`config.mk`:
```
export PLATFORM = sky130hd
export DESIGN_NAME = dcache_top
export DESIGN_NICKNAME = d
export VERILOG_FILES = /design/src/common/dcache_pkg.sv /design/src/dcache/dcache_ctrl_fsm.sv /design/src/dcache/dcache_data_store.sv /design/src/dcache/dcache_flush_counter.sv /design/src/dcache/dcache_line_merge.sv /design/src/dcache/dcache_plru.sv /design/src/dcache/dcache_tag_store.sv /design/src/dcache/dcache_top.sv
export SDC_FILE = /design/constraint.sdc
export NUM_CORES = 2
export LEC_CHECK = 0
export BUFFER_PORTS_ARGS = -buffer_cell sky130_fd_sc_hd__buf_4
export CORE_MARGIN = 10
export CORE_UTILIZATION = 60
export CTS_CLUSTER_SIZE = 40
export DETAILED_ROUTE_END_ITERATION = 6
export PLACE_DENSITY_LB_ADDON = 0.05
export SLEW_MARGIN = 20
export SYNTH_ARGS = -nofsm -noshare
export SYNTH_HDL_FRONTEND = slang
export SYNTH_SLANG_ARGS = --single-unit
```
`constraint.sdc`:
```
create_clock -name clk_i -period 18.1 [get_ports clk_i]
set_clock_uncertainty 0.2 [all_clocks]
set_input_delay 5.43 -clock clk_i [delete_from_list [all_inputs] [get_ports clk_i]]
set_output_delay 5.43 -clock clk_i [all_outputs]
set_load 0.01 [all_outputs]
```
`src/common/dcache_pkg.sv`:
```
package dcache_pkg;

    // ==============================
    // Line geometry
    // ==============================
    localparam int XLEN             = 32;                 // Processor word
    localparam int BE_W             = XLEN / 8;           // One enable per byte
    localparam int WORDS_PER_LINE   = 4;
    localparam int LINE_W           = XLEN * WORDS_PER_LINE;
    localparam int LINE_OFFSET_BITS = $clog2(LINE_W / 8); // Byte offset inside a line

    typedef logic [XLEN-1:0] word_t;

    // Flat for memory transfers, word view for select and merge
    typedef union packed {
        logic [LINE_W-1:0]          flat;
        word_t [WORDS_PER_LINE-1:0] words;  // Word k at flat[32k +: 32]
    } dcache_line_u;

endpackage

```
`src/dcache/dcache_ctrl_fsm.sv`:
```
module dcache_ctrl_fsm
    import dcache_pkg::*;
#(
    parameter int  N_WAYS = 4,
    parameter int  N_SETS = 4,
    localparam int SET_W  = $clog2(N_SETS),
    localparam int WAY_W  = $clog2(N_WAYS),
    localparam int TAG_W  = XLEN - SET_W - LINE_OFFSET_BITS,
    localparam int WORD_W = $clog2(WORDS_PER_LINE)
)
(
    input  logic              clk_i,
    input  logic              rst_i,
    input  logic              p_strobe_i,
    input  logic              p_rw_i,
    input  logic              p_flush_i,
    input  word_t             p_addr_i,
    input  word_t             p_data_i,
    input  logic [BE_W-1:0]   p_byte_enable_i,
    output logic              p_ready_o,
    output logic              busy_flushing_o,
    output word_t             m_addr_o,
    output logic              m_strobe_o,
    output logic              m_rw_o,
    input  logic              m_ready_i,
    input  logic              hit_i,
    input  logic [WAY_W-1:0]  hit_way_i,
    input  logic [WAY_W-1:0]  victim_way_i,
    input  logic              way_dirty_i,   // Of the way on rd_way_o
    input  logic [TAG_W-1:0]  way_tag_i,
    input  logic [SET_W-1:0]  flush_set_i,
    input  logic [WAY_W-1:0]  flush_way_i,
    input  logic              flush_last_i,
    output logic [SET_W-1:0]  sram_set_o,
    output logic [WAY_W-1:0]  rd_way_o,
    output logic [N_WAYS-1:0] way_we_o,
    output logic              mark_valid_o,
    output logic              mark_dirty_o,
    output logic              clear_dirty_o,
    output logic              touch_o,
    output logic              fill_capture_o,
    output logic              fill_sel_o,
    output logic [WORD_W-1:0] req_word_o,
    output logic              req_rw_o,
    output logic [BE_W-1:0]   req_be_o,
    output word_t             req_data_o,
    output logic [TAG_W-1:0]  req_tag_o,
    output logic              flush_start_o,
    output logic              flush_step_o
);

    localparam logic [2:0] ST_IDLE        = 3'd0,
                           ST_LOOKUP      = 3'd1,
                           ST_WB_VICTIM   = 3'd2,
                           ST_FILL        = 3'd3,
                           ST_FILL_DONE   = 3'd4,
                           ST_FLUSH_CHECK = 3'd5,
                           ST_FLUSH_WB    = 3'd6,
                           ST_FLUSH_NEXT  = 3'd7;

    logic [2:0]       state_q;
    logic [2:0]       state_d;
    word_t            req_addr_q;
    logic             req_rw_q;
    word_t            req_data_q;
    logic [BE_W-1:0]  req_be_q;
    logic [SET_W-1:0] req_set;

    // Line base address, offset bits zero
    function automatic word_t line_addr(input logic [TAG_W-1:0] tag,
                                        input logic [SET_W-1:0] idx);
        return {tag, idx, {LINE_OFFSET_BITS{1'b0}}};
    endfunction

    assign req_set    = req_addr_q[LINE_OFFSET_BITS +: SET_W];
    assign req_tag_o  = req_addr_q[XLEN-1 -: TAG_W];
    assign req_word_o = req_addr_q[LINE_OFFSET_BITS-1 -: WORD_W];  // Address bits 3:2
    assign req_rw_o   = req_rw_q;
    assign req_data_o = req_data_q;
    assign req_be_o   = req_be_q;

    assign busy_flushing_o = (state_q == ST_FLUSH_CHECK) || (state_q == ST_FLUSH_WB) ||
                             (state_q == ST_FLUSH_NEXT);

    always_ff @(posedge clk_i)
    begin
        if (rst_i)
            state_q <= ST_IDLE;
        else
            state_q <= state_d;
    end

    // Request latch, only taken while idle
    always_ff @(posedge clk_i)
    begin
        if (state_q == ST_IDLE && p_strobe_i)
        begin
            req_addr_q <= p_addr_i;
            req_rw_q   <= p_rw_i;
            req_data_q <= p_data_i;
            req_be_q   <= p_byte_enable_i;
        end
    end

    // ==============================
    // Next state and strobes
    // ==============================
    always_comb
    begin
        state_d        = state_q;
        p_ready_o      = 1'b0;
        m_strobe_o     = 1'b0;
        m_rw_o         = 1'b0;
        m_addr_o       = '0;
        way_we_o       = '0;
        mark_valid_o   = 1'b0;
        mark_dirty_o   = 1'b0;
        clear_dirty_o  = 1'b0;
        touch_o        = 1'b0;
        fill_capture_o = 1'b0;
        fill_sel_o     = 1'b0;
        flush_start_o  = 1'b0;
        flush_step_o   = 1'b0;
        sram_set_o     = busy_flushing_o ? flush_set_i : req_set;
        rd_way_o       = busy_flushing_o ? flush_way_i : victim_way_i;

        case (state_q)
            ST_IDLE:
            begin
                sram_set_o = p_addr_i[LINE_OFFSET_BITS +: SET_W];  // Sync read starts now
                if (p_strobe_i)
                    state_d = ST_LOOKUP;
                else if (p_flush_i)
                begin
                    flush_start_o = 1'b1;
                    state_d       = ST_FLUSH_CHECK;
                end
            end
            ST_LOOKUP:
            begin
                if (hit_i)
                begin
                    rd_way_o     = hit_way_i;
                    p_ready_o    = 1'b1;
                    touch_o      = 1'b1;
                    way_we_o     = req_rw_q ? N_WAYS'(1) << hit_way_i : '0;  // Store hit
                    mark_dirty_o = req_rw_q;
                    state_d      = ST_IDLE;
                end
                else
                    state_d = way_dirty_i ? ST_WB_VICTIM : ST_FILL;
            end
            ST_WB_VICTIM:
            begin
                m_strobe_o = 1'b1;
                m_rw_o     = 1'b1;
                m_addr_o   = line_addr(way_tag_i, req_set);  // Victim's own address
                if (m_ready_i)
                    state_d = ST_FILL;
            end
            ST_FILL:
            begin
                m_strobe_o     = 1'b1;
                m_addr_o       = line_addr(req_tag_o, req_set);
                fill_capture_o = m_ready_i;
                if (m_ready_i)
                    state_d = ST_FILL_DONE;
            end
            ST_FILL_DONE:
            begin
                fill_sel_o    = 1'b1;
                way_we_o      = N_WAYS'(1) << victim_way_i;
                mark_valid_o  = 1'b1;
                mark_dirty_o  = req_rw_q;   // Write miss leaves the line dirty
                clear_dirty_o = !req_rw_q;
                touch_o       = 1'b1;
                p_ready_o     = 1'b1;
                state_d       = ST_IDLE;
            end
            ST_FLUSH_CHECK:
            begin
                if (way_dirty_i)
                    state_d = ST_FLUSH_WB;
                else if (flush_last_i)
                begin
                    p_ready_o = 1'b1;
                    state_d   = ST_IDLE;
                end
                else
                    flush_step_o = 1'b1;  // Clean pair, one cycle only
            end
            ST_FLUSH_WB:
            begin
                m_strobe_o = 1'b1;
                m_rw_o     = 1'b1;
                m_addr_o   = line_addr(way_tag_i, flush_set_i);
                if (m_ready_i)
                    state_d = ST_FLUSH_NEXT;
            end
            default:  // ST_FLUSH_NEXT
            begin
                clear_dirty_o = 1'b1;  // Line now matches memory
                if (flush_last_i)
                begin
                    p_ready_o = 1'b1;
                    state_d   = ST_IDLE;
                end
                else
                begin
                    flush_step_o = 1'b1;
                    state_d      = ST_FLUSH_CHECK;
                end
            end
        endcase
    end

endmodule

```
`src/dcache/dcache_data_store.sv`:
```
module dcache_data_store
    import dcache_pkg::*;
#(
    parameter int  N_WAYS = 4,
    parameter int  N_SETS = 4,
    localparam int SET_W  = $clog2(N_SETS),
    localparam int WAY_W  = $clog2(N_WAYS)
)
(
    input  logic              clk_i,
    input  logic [SET_W-1:0]  set_i,
    input  logic [N_WAYS-1:0] way_we_i,
    input  dcache_line_u      line_i,
    input  logic [WAY_W-1:0]  rd_way_i,
    output dcache_line_u      line_o
);

    dcache_line_u line_mem [N_WAYS][N_SETS];
    dcache_line_u line_q   [N_WAYS];  // Every way read each cycle

    always_ff @(posedge clk_i)
    begin
        for (int w = 0; w < N_WAYS; w++)
        begin
            if (way_we_i[w])
                line_mem[w][set_i] <= line_i;
            line_q[w] <= line_mem[w][set_i];  // Old data on a same-cycle write
        end
    end

    assign line_o = line_q[rd_way_i];  // Way picked after the read

endmodule

```
`src/dcache/dcache_flush_counter.sv`:
```
module dcache_flush_counter
#(
    parameter int  N_WAYS = 4,
    parameter int  N_SETS = 4,
    localparam int SET_W  = $clog2(N_SETS),
    localparam int WAY_W  = $clog2(N_WAYS)
)
(
    input  logic             clk_i,
    input  logic             rst_i,
    input  logic             start_i,  // Back to set 0, way 0
    input  logic             step_i,
    output logic [SET_W-1:0] set_o,
    output logic [WAY_W-1:0] way_o,
    output logic             last_o
);

    logic set_wrap;

    assign set_wrap = (set_o == SET_W'(N_SETS - 1));
    assign last_o   = set_wrap && (way_o == WAY_W'(N_WAYS - 1));

    // Sets run fastest, then the way moves on
    always_ff @(posedge clk_i)
    begin
        if (rst_i || start_i)
        begin
            set_o <= '0;
            way_o <= '0;
        end
        else if (step_i)
        begin
            set_o <= set_wrap ? '0 : set_o + 1'b1;
            if (set_wrap)
                way_o <= way_o + 1'b1;
        end
    end

endmodule

```
`src/dcache/dcache_line_merge.sv`:
```
module dcache_line_merge
    import dcache_pkg::*;
(
    input  logic                              clk_i,
    input  logic                              fill_capture_i,
    input  dcache_line_u                      m_line_i,
    input  dcache_line_u                      cache_line_i,
    input  logic                              fill_sel_i,    // Use the fill, not the hit line
    input  logic [$clog2(WORDS_PER_LINE)-1:0] word_i,
    input  logic                              rw_i,
    input  logic [BE_W-1:0]                   be_i,
    input  word_t                             data_i,
    output dcache_line_u                      line_o,
    output word_t                             rd_word_o
);

    dcache_line_u fill_q;
    dcache_line_u base_line;

    // Fill line held until the write cycle
    always_ff @(posedge clk_i)
    begin
        if (fill_capture_i)
            fill_q <= m_line_i;
    end

    // ==============================
    // Word select and byte merge
    // ==============================
    always_comb
    begin
        base_line = fill_sel_i ? fill_q : cache_line_i;
        rd_word_o = base_line.words[word_i];  // Value before the store
        line_o    = base_line;
        if (rw_i)
        begin
            for (int b = 0; b < BE_W; b++)
            begin
                if (be_i[b])
                    line_o.words[word_i][8*b +: 8] = data_i[8*b +: 8];
            end
        end
    end

endmodule

```
`src/dcache/dcache_plru.sv`:
```
module dcache_plru
#(
    parameter int  N_WAYS = 4,
    parameter int  N_SETS = 4,
    localparam int SET_W  = $clog2(N_SETS),
    localparam int WAY_W  = $clog2(N_WAYS)
)
(
    input  logic             clk_i,
    input  logic             rst_i,
    input  logic [SET_W-1:0] set_i,
    input  logic             touch_i,
    input  logic [WAY_W-1:0] touch_way_i,
    output logic [WAY_W-1:0] victim_way_o
);

    // Heap order, node n has children 2n+1 and 2n+2
    // Bit set means the victim lies on the right
    logic [N_WAYS-2:0] plru_q [N_SETS];
    logic [N_WAYS-2:0] cur_bits;
    logic [N_WAYS-2:0] touched;
    int                vnode;
    int                tnode;

    assign cur_bits = plru_q[set_i];

    always_comb
    begin
        vnode   = 0;
        tnode   = 0;
        touched = cur_bits;
        for (int l = 0; l < WAY_W; l++)
        begin
            victim_way_o[WAY_W-1-l] = cur_bits[vnode];  // Follow the bits down
            vnode = 2 * vnode + 1 + int'(cur_bits[vnode]);
            touched[tnode] = !touch_way_i[WAY_W-1-l];   // Point away from the used way
            tnode = 2 * tnode + 1 + int'(touch_way_i[WAY_W-1-l]);
        end
    end

    always_ff @(posedge clk_i)
    begin
        if (rst_i)
        begin
            for (int s = 0; s < N_SETS; s++)
                plru_q[s] <= '0;
        end
        else if (touch_i)
            plru_q[set_i] <= touched;
    end

endmodule

```
`src/dcache/dcache_tag_store.sv`:
```
module dcache_tag_store
    import dcache_pkg::*;
#(
    parameter int  N_WAYS = 4,
    parameter int  N_SETS = 4,
    localparam int SET_W  = $clog2(N_SETS),
    localparam int WAY_W  = $clog2(N_WAYS),
    localparam int TAG_W  = XLEN - SET_W - LINE_OFFSET_BITS
)
(
    input  logic              clk_i,
    input  logic              rst_i,
    input  logic [SET_W-1:0]  set_i,
    input  logic [TAG_W-1:0]  tag_i,         // Request tag, compare and write
    input  logic [N_WAYS-1:0] way_we_i,
    input  logic [WAY_W-1:0]  sel_way_i,     // Victim, hit or flush way
    input  logic              mark_valid_i,
    input  logic              mark_dirty_i,
    input  logic              clear_dirty_i,
    input  logic              flush_i,
    output logic              hit_o,
    output logic [WAY_W-1:0]  hit_way_o,
    output logic              way_dirty_o,
    output logic [TAG_W-1:0]  way_tag_o
);

    logic [TAG_W-1:0]  tag_mem [N_WAYS][N_SETS];
    logic [TAG_W-1:0]  tag_q   [N_WAYS];
    logic [N_WAYS-1:0] valid_q [N_SETS];
    logic [N_WAYS-1:0] dirty_q [N_SETS];
    logic [N_WAYS-1:0] way_hit;

    // Tag arrays, read one cycle after the set
    always_ff @(posedge clk_i)
    begin
        for (int w = 0; w < N_WAYS; w++)
        begin
            if (way_we_i[w])
                tag_mem[w][set_i] <= tag_i;
            tag_q[w] <= tag_mem[w][set_i];
        end
    end

    always_ff @(posedge clk_i)
    begin
        if (rst_i)
        begin
            for (int s = 0; s < N_SETS; s++)
            begin
                valid_q[s] <= '0;
                dirty_q[s] <= '0;
            end
        end
        else
        begin
            if (mark_valid_i)
                valid_q[set_i][sel_way_i] <= 1'b1;
            if (mark_dirty_i)
                dirty_q[set_i][sel_way_i] <= 1'b1;
            else if (clear_dirty_i)
                dirty_q[set_i][sel_way_i] <= 1'b0;
        end
    end

    // ==============================
    // Compare and encode
    // ==============================
    always_comb
    begin
        hit_way_o = '0;
        for (int w = 0; w < N_WAYS; w++)
        begin
            way_hit[w] = valid_q[set_i][w] && (tag_q[w] == tag_i);
            if (way_hit[w])
                hit_way_o = WAY_W'(w);
        end
    end

    assign hit_o       = (|way_hit) && !flush_i;  // Request tag is stale while flushing
    assign way_dirty_o = dirty_q[set_i][sel_way_i];
    assign way_tag_o   = tag_q[sel_way_i];

endmodule

```
`src/dcache/dcache_top.sv`:
```
module dcache_top
    import dcache_pkg::*;
#(
    parameter int  N_WAYS = 4,
    parameter int  N_SETS = 4,
    localparam int SET_W  = $clog2(N_SETS),
    localparam int WAY_W  = $clog2(N_WAYS),
    localparam int TAG_W  = XLEN - SET_W - LINE_OFFSET_BITS,
    localparam int WORD_W = $clog2(WORDS_PER_LINE)
)
(
    input  logic            clk_i,
    input  logic            rst_i,
    // Processor side
    input  logic            p_strobe_i,
    input  logic            p_rw_i,           // 1 for store
    input  logic            p_flush_i,
    input  logic [BE_W-1:0] p_byte_enable_i,
    input  word_t           p_addr_i,
    input  word_t           p_data_i,
    output word_t           p_data_o,
    output logic            p_ready_o,
    output logic            busy_flushing_o,
    // Memory side, one line per transfer
    output word_t           m_addr_o,
    output dcache_line_u    m_data_o,
    input  dcache_line_u    m_data_i,
    output logic            m_strobe_o,
    output logic            m_rw_o,
    input  logic            m_ready_i
);

    logic [SET_W-1:0]  sram_set;
    logic [SET_W-1:0]  flush_set;
    logic [WAY_W-1:0]  rd_way;
    logic [WAY_W-1:0]  hit_way;
    logic [WAY_W-1:0]  victim_way;
    logic [WAY_W-1:0]  flush_way;
    logic [N_WAYS-1:0] way_we;
    logic [TAG_W-1:0]  way_tag;
    logic [TAG_W-1:0]  req_tag;
    logic [WORD_W-1:0] req_word;
    logic [BE_W-1:0]   req_be;
    word_t             req_data;
    logic              req_rw;
    logic              hit;
    logic              way_dirty;
    logic              flush_last;
    logic              flush_start;
    logic              flush_step;
    logic              mark_valid;
    logic              mark_dirty;
    logic              clear_dirty;
    logic              touch;
    logic              fill_capture;
    logic              fill_sel;
    dcache_line_u      cache_line;   // Selected way, also the write-back data
    dcache_line_u      merged_line;

    assign m_data_o = cache_line;

    dcache_ctrl_fsm #(.N_WAYS(N_WAYS), .N_SETS(N_SETS)) u_ctrl (
        .clk_i(clk_i), .rst_i(rst_i),
        .p_strobe_i(p_strobe_i), .p_rw_i(p_rw_i), .p_flush_i(p_flush_i),
        .p_addr_i(p_addr_i), .p_data_i(p_data_i), .p_byte_enable_i(p_byte_enable_i),
        .p_ready_o(p_ready_o), .busy_flushing_o(busy_flushing_o),
        .m_addr_o(m_addr_o), .m_strobe_o(m_strobe_o), .m_rw_o(m_rw_o),
        .m_ready_i(m_ready_i),
        .hit_i(hit), .hit_way_i(hit_way), .victim_way_i(victim_way),
        .way_dirty_i(way_dirty), .way_tag_i(way_tag),
        .flush_set_i(flush_set), .flush_way_i(flush_way), .flush_last_i(flush_last),
        .sram_set_o(sram_set), .rd_way_o(rd_way), .way_we_o(way_we),
        .mark_valid_o(mark_valid), .mark_dirty_o(mark_dirty), .clear_dirty_o(clear_dirty),
        .touch_o(touch), .fill_capture_o(fill_capture), .fill_sel_o(fill_sel),
        .req_word_o(req_word), .req_rw_o(req_rw), .req_be_o(req_be),
        .req_data_o(req_data), .req_tag_o(req_tag),
        .flush_start_o(flush_start), .flush_step_o(flush_step)
    );

    dcache_flush_counter #(.N_WAYS(N_WAYS), .N_SETS(N_SETS)) u_flush_cnt (
        .clk_i(clk_i), .rst_i(rst_i), .start_i(flush_start), .step_i(flush_step),
        .set_o(flush_set), .way_o(flush_way), .last_o(flush_last)
    );

    dcache_tag_store #(.N_WAYS(N_WAYS), .N_SETS(N_SETS)) u_tags (
        .clk_i(clk_i), .rst_i(rst_i), .set_i(sram_set), .tag_i(req_tag),
        .way_we_i(way_we), .sel_way_i(rd_way),
        .mark_valid_i(mark_valid), .mark_dirty_i(mark_dirty),
        .clear_dirty_i(clear_dirty), .flush_i(busy_flushing_o),
        .hit_o(hit), .hit_way_o(hit_way), .way_dirty_o(way_dirty), .way_tag_o(way_tag)
    );

    dcache_data_store #(.N_WAYS(N_WAYS), .N_SETS(N_SETS)) u_data (
        .clk_i(clk_i), .set_i(sram_set), .way_we_i(way_we), .line_i(merged_line),
        .rd_way_i(rd_way), .line_o(cache_line)
    );

    dcache_plru #(.N_WAYS(N_WAYS), .N_SETS(N_SETS)) u_plru (
        .clk_i(clk_i), .rst_i(rst_i), .set_i(sram_set), .touch_i(touch),
        .touch_way_i(rd_way), .victim_way_o(victim_way)
    );

    dcache_line_merge u_merge (
        .clk_i(clk_i), .fill_capture_i(fill_capture), .m_line_i(m_data_i),
        .cache_line_i(cache_line), .fill_sel_i(fill_sel), .word_i(req_word),
        .rw_i(req_rw), .be_i(req_be), .data_i(req_data),
        .line_o(merged_line), .rd_word_o(p_data_o)
    );

endmodule

```
==> results.cfg <==
[critical_path]
r2r_setup_slack_ns = 11.25
cp.arrival_ns = 10.98
max_stage_delay_ns = 0.83
critPathRequiredTime_ns = 12.47
cp_common_cell = buf_4
crit_chain = buf_4 > nor4b_4 > a2111oi_4 > buf_4 > mux4_2 > and3_1 > a32o_1 > a31oi_4 > buf_4 > mux2i_1 > o22ai_1 > o221ai_1 > o21ai_1 > buf_4
end_kind = primary output
critical_path_class = input pin to primary output
slowest_stage = o22ai_1
worst_setup_path_start_kind = input pin
crit_fanout = 21

[finish]
multiInputGateArea_um2 = 26000
final_common_cell = edfxtp_1
area_growth_syn_to_layout_pct = 14.3
layout_common_cells = 2,703 x edfxtp_1, 627 x mux4_2, 623 x dfxtp_1
fin_nets = 6691
fin_util_pct = 69.1
n_fill_cell = 12700
seq_area_um2 = 93600
final_cell_count_no_fill = 9414
layout-drive-gt1-share_pct = 25.9

[route]
drt_iter0_markers = 7330
vias_per_cell = 6.53
wirelength_mm = 328
final_antenna_net_count = 0
drc = 0
wl_per_cell_um = 34.8
num_vias = 61500
first_pass_iters = 6

[pwr]
p_int_uw = 19600
clkPwrFrac_pct = 21.8
powerDensity_nw_per_um2 = 224
switching_power_uw = 11300
leakage_uw = 0.0475
swShare_pct = 36.6
pwr-share-seq_pct = 38.4
combPwrFrac_pct = 39.8
ir_drop_uv = 222

[clock_network]
cts_max_path_buffers = 4
post_cts_buffers = 0
cts_inserted_buffers = 341
clkLatencyLatePin_ns = 0.96
clkTransAtPathRegs_ns = 0.06
cts_resized = 0
cts_tree = done
cts_hold_buf = 0
cts_htree_levels = 5
clock-root-buffer = clkbuf_16
cts.sinks = 3326

[timing]
finalCritPeriodShare_pct = 91.8
tightest_slew_ns = 1.23
slew_viol_final = 0
worst_slack_ns = 1.49
rsz0062_at_grt = false
relSlewSlack_pct = 18.1
fmax_mhz = 60.2
hold_viol = 0
final-setup-viol-count = 0
tns_ns = 0
fin_crit_ns = 16.61

[logic_synthesis]
yosys.area.top_type = edfxtp_1
ys_async_sr_fraction_pct = 0
ys_warn_count = 0
syn-cell-area_um2 = 121000
ys_ff_latch = 3326
synth-edff-count = 2703
synthFlopType = edfxtp_1
ys_types = 68
yosys-top-cells-area = edfxtp_1 67%, mux4_2 12%, dfxtp_1 10%
synth_cells = 5941
syn_avg_cell_area_um2 = 20.4
ys_seq_area_share_pct = 77.4
yosysTopAreaCellShare_pct = 67.1

[global_route]
antenna_found_initial = 9
grt_usage_pct = 29.6
grt_pass1_wl_mm = 457
grt-ovfl-total = 0
grt_max_degree = 136
grt_pass1_vias = 60600

[floorplan]
start_util_pct = 60.5
fp.dieH_um = 469
dieWidth_um = 469
fp-row-count = 164
design.core.area_um2 = 200000
dieArea_um2 = 220000
ios = 398

[min_path]
holdCritPathClass = flop to flop

[place]
finalWeightedCongestion = 0.844
dp_slack_ns = 1.54
dpl.cell_count = 8799
io_buffers = 391
dp_hpwl_mm = 193

[run_status]
outcome = finished clean

[run]
drv_cap = 0
final cells by class:
class                           instances  area share (%)
Antenna cell                            9          0.0163
Clock buffer                          452            6.85
Clock inverter                        153           0.912
Inverter                               12          0.0326
Multi-Input combinational cell       2263            18.8
Sequential cell                      3326            67.7
Tap cell                             2656            2.40
Timing Repair Buffer                  543            3.24
metal layers:
| layer | wire length [um] | vias up | share of wire (%) | global-route usage, % |
|---|---|---|---|---|
| met3 | 28400 | 624 | 8.7 | 5.88 |
| met4 | 16800 | 4 | 5.1 | 13.1 |
| li1 | - | 25200 | - | - |
| met2 | 156000 | 3163 | 48 | 46.5 |
| met1 | 126000 | 32600 | 38 | 40.9 |
| met5 | 37 | - | 0.011 | 0 |
path summary, 6_finish.rpt:
path	from	to	cells after the start
min reg2reg	u_flush_cnt.way_o[0]$_SDFFE_PP0P_	u_flush_cnt.way_o[0]$_SDFFE_PP0P_	2
max reg2reg	u_ctrl.state_q[2]$_SDFFE_PP0P_	u_data.line_mem[0][469]$_DFFE_PP_	12
max	p_addr_i[4]	p_data_o[5]	14
min	u_flush_cnt.way_o[0]$_SDFFE_PP0P_	u_flush_cnt.way_o[0]$_SDFFE_PP0P_	2
state kept, by name, indices dropped and copies added, names as in the netlist, 3 cells and up:
name / cells
u_data.line_mem: 2048
u_data.line_q: 512
u_tags.tag_mem: 416
u_merge.fill_q: 128
u_tags.tag_q: 104
u_ctrl.req_data_o: 32
u_ctrl.req_addr_q: 30
u_tags.dirty_q: 16
u_tags.valid_q: 16
u_plru.plru_q: 12
u_ctrl.req_be_o: 4
u_ctrl.state_q: 3
per-stage QoR:
step | power, uW | area (um2) | hold slack, ns
after global placement | 24100 | 127000 | 0.286
final | 31000 | 138000 | 0.301
after CTS | 31100 | 138000 | 0.306
after global routing | 32100 | 138000 | 0.315
after detailed placement | 24400 | 127000 | 0.298
after floorplan | 18900 | 121000 | 0.254
logic make-up (layout without fill, tap and decap cells):
family | after synthesis | in the layout | share of synthesized area (%)
compound gates | 599 | 599 | 3.32
xor+xnor | 104 | 104 | 0.753
fa+ha+maj | 2 | 2 | 0.0207
buf+inv | 355 | 1160 | 1.35
flops | 3326 | 3326 | 77.4
mux | 1071 | 1071 | 15.4
other cells | 1 | 13 | 0.00310
simple gates | 483 | 483 | 1.75
power groups by stage:
stage | Sequential [uW] | Combinational, uW | Clock (uW)
after floorplan | 11800 | 7060 | 0
after global placement | 12000 | 12100 | 0
after detailed placement | 12000 | 12300 | 0
after CTS | 11900 | 12300 | 6840
after global routing | 12000 | 13000 | 7140
final | 11900 | 12300 | 6760
worst max-delay path: cells and delay by family:
family | cells | cell delay [ns]
buffers and inverters | 4 | 1.17
muxes | 2 | 0.73
and+or+nand+nor | 2 | 0.32
AOI/OAI and AO/OA | 6 | 3.28
synthesized netlist by cell type, types with 65 or more instances:
| cell type | instances |
|---|---|
| mux4_2 | 627 |
| a21oi_1 | 135 |
| xnor2_1 | 104 |
| buf_1 | 82 |
| nand2_1 | 252 |
| mux2i_1 | 417 |
| clkbuf_1 | 177 |
| nor2_1 | 110 |
| a21o_1 | 65 |
| o22ai_1 | 162 |
| dfxtp_1 | 623 |
| edfxtp_1 | 2703 |
No activity file was read; power rests on OpenSTA's default activity.
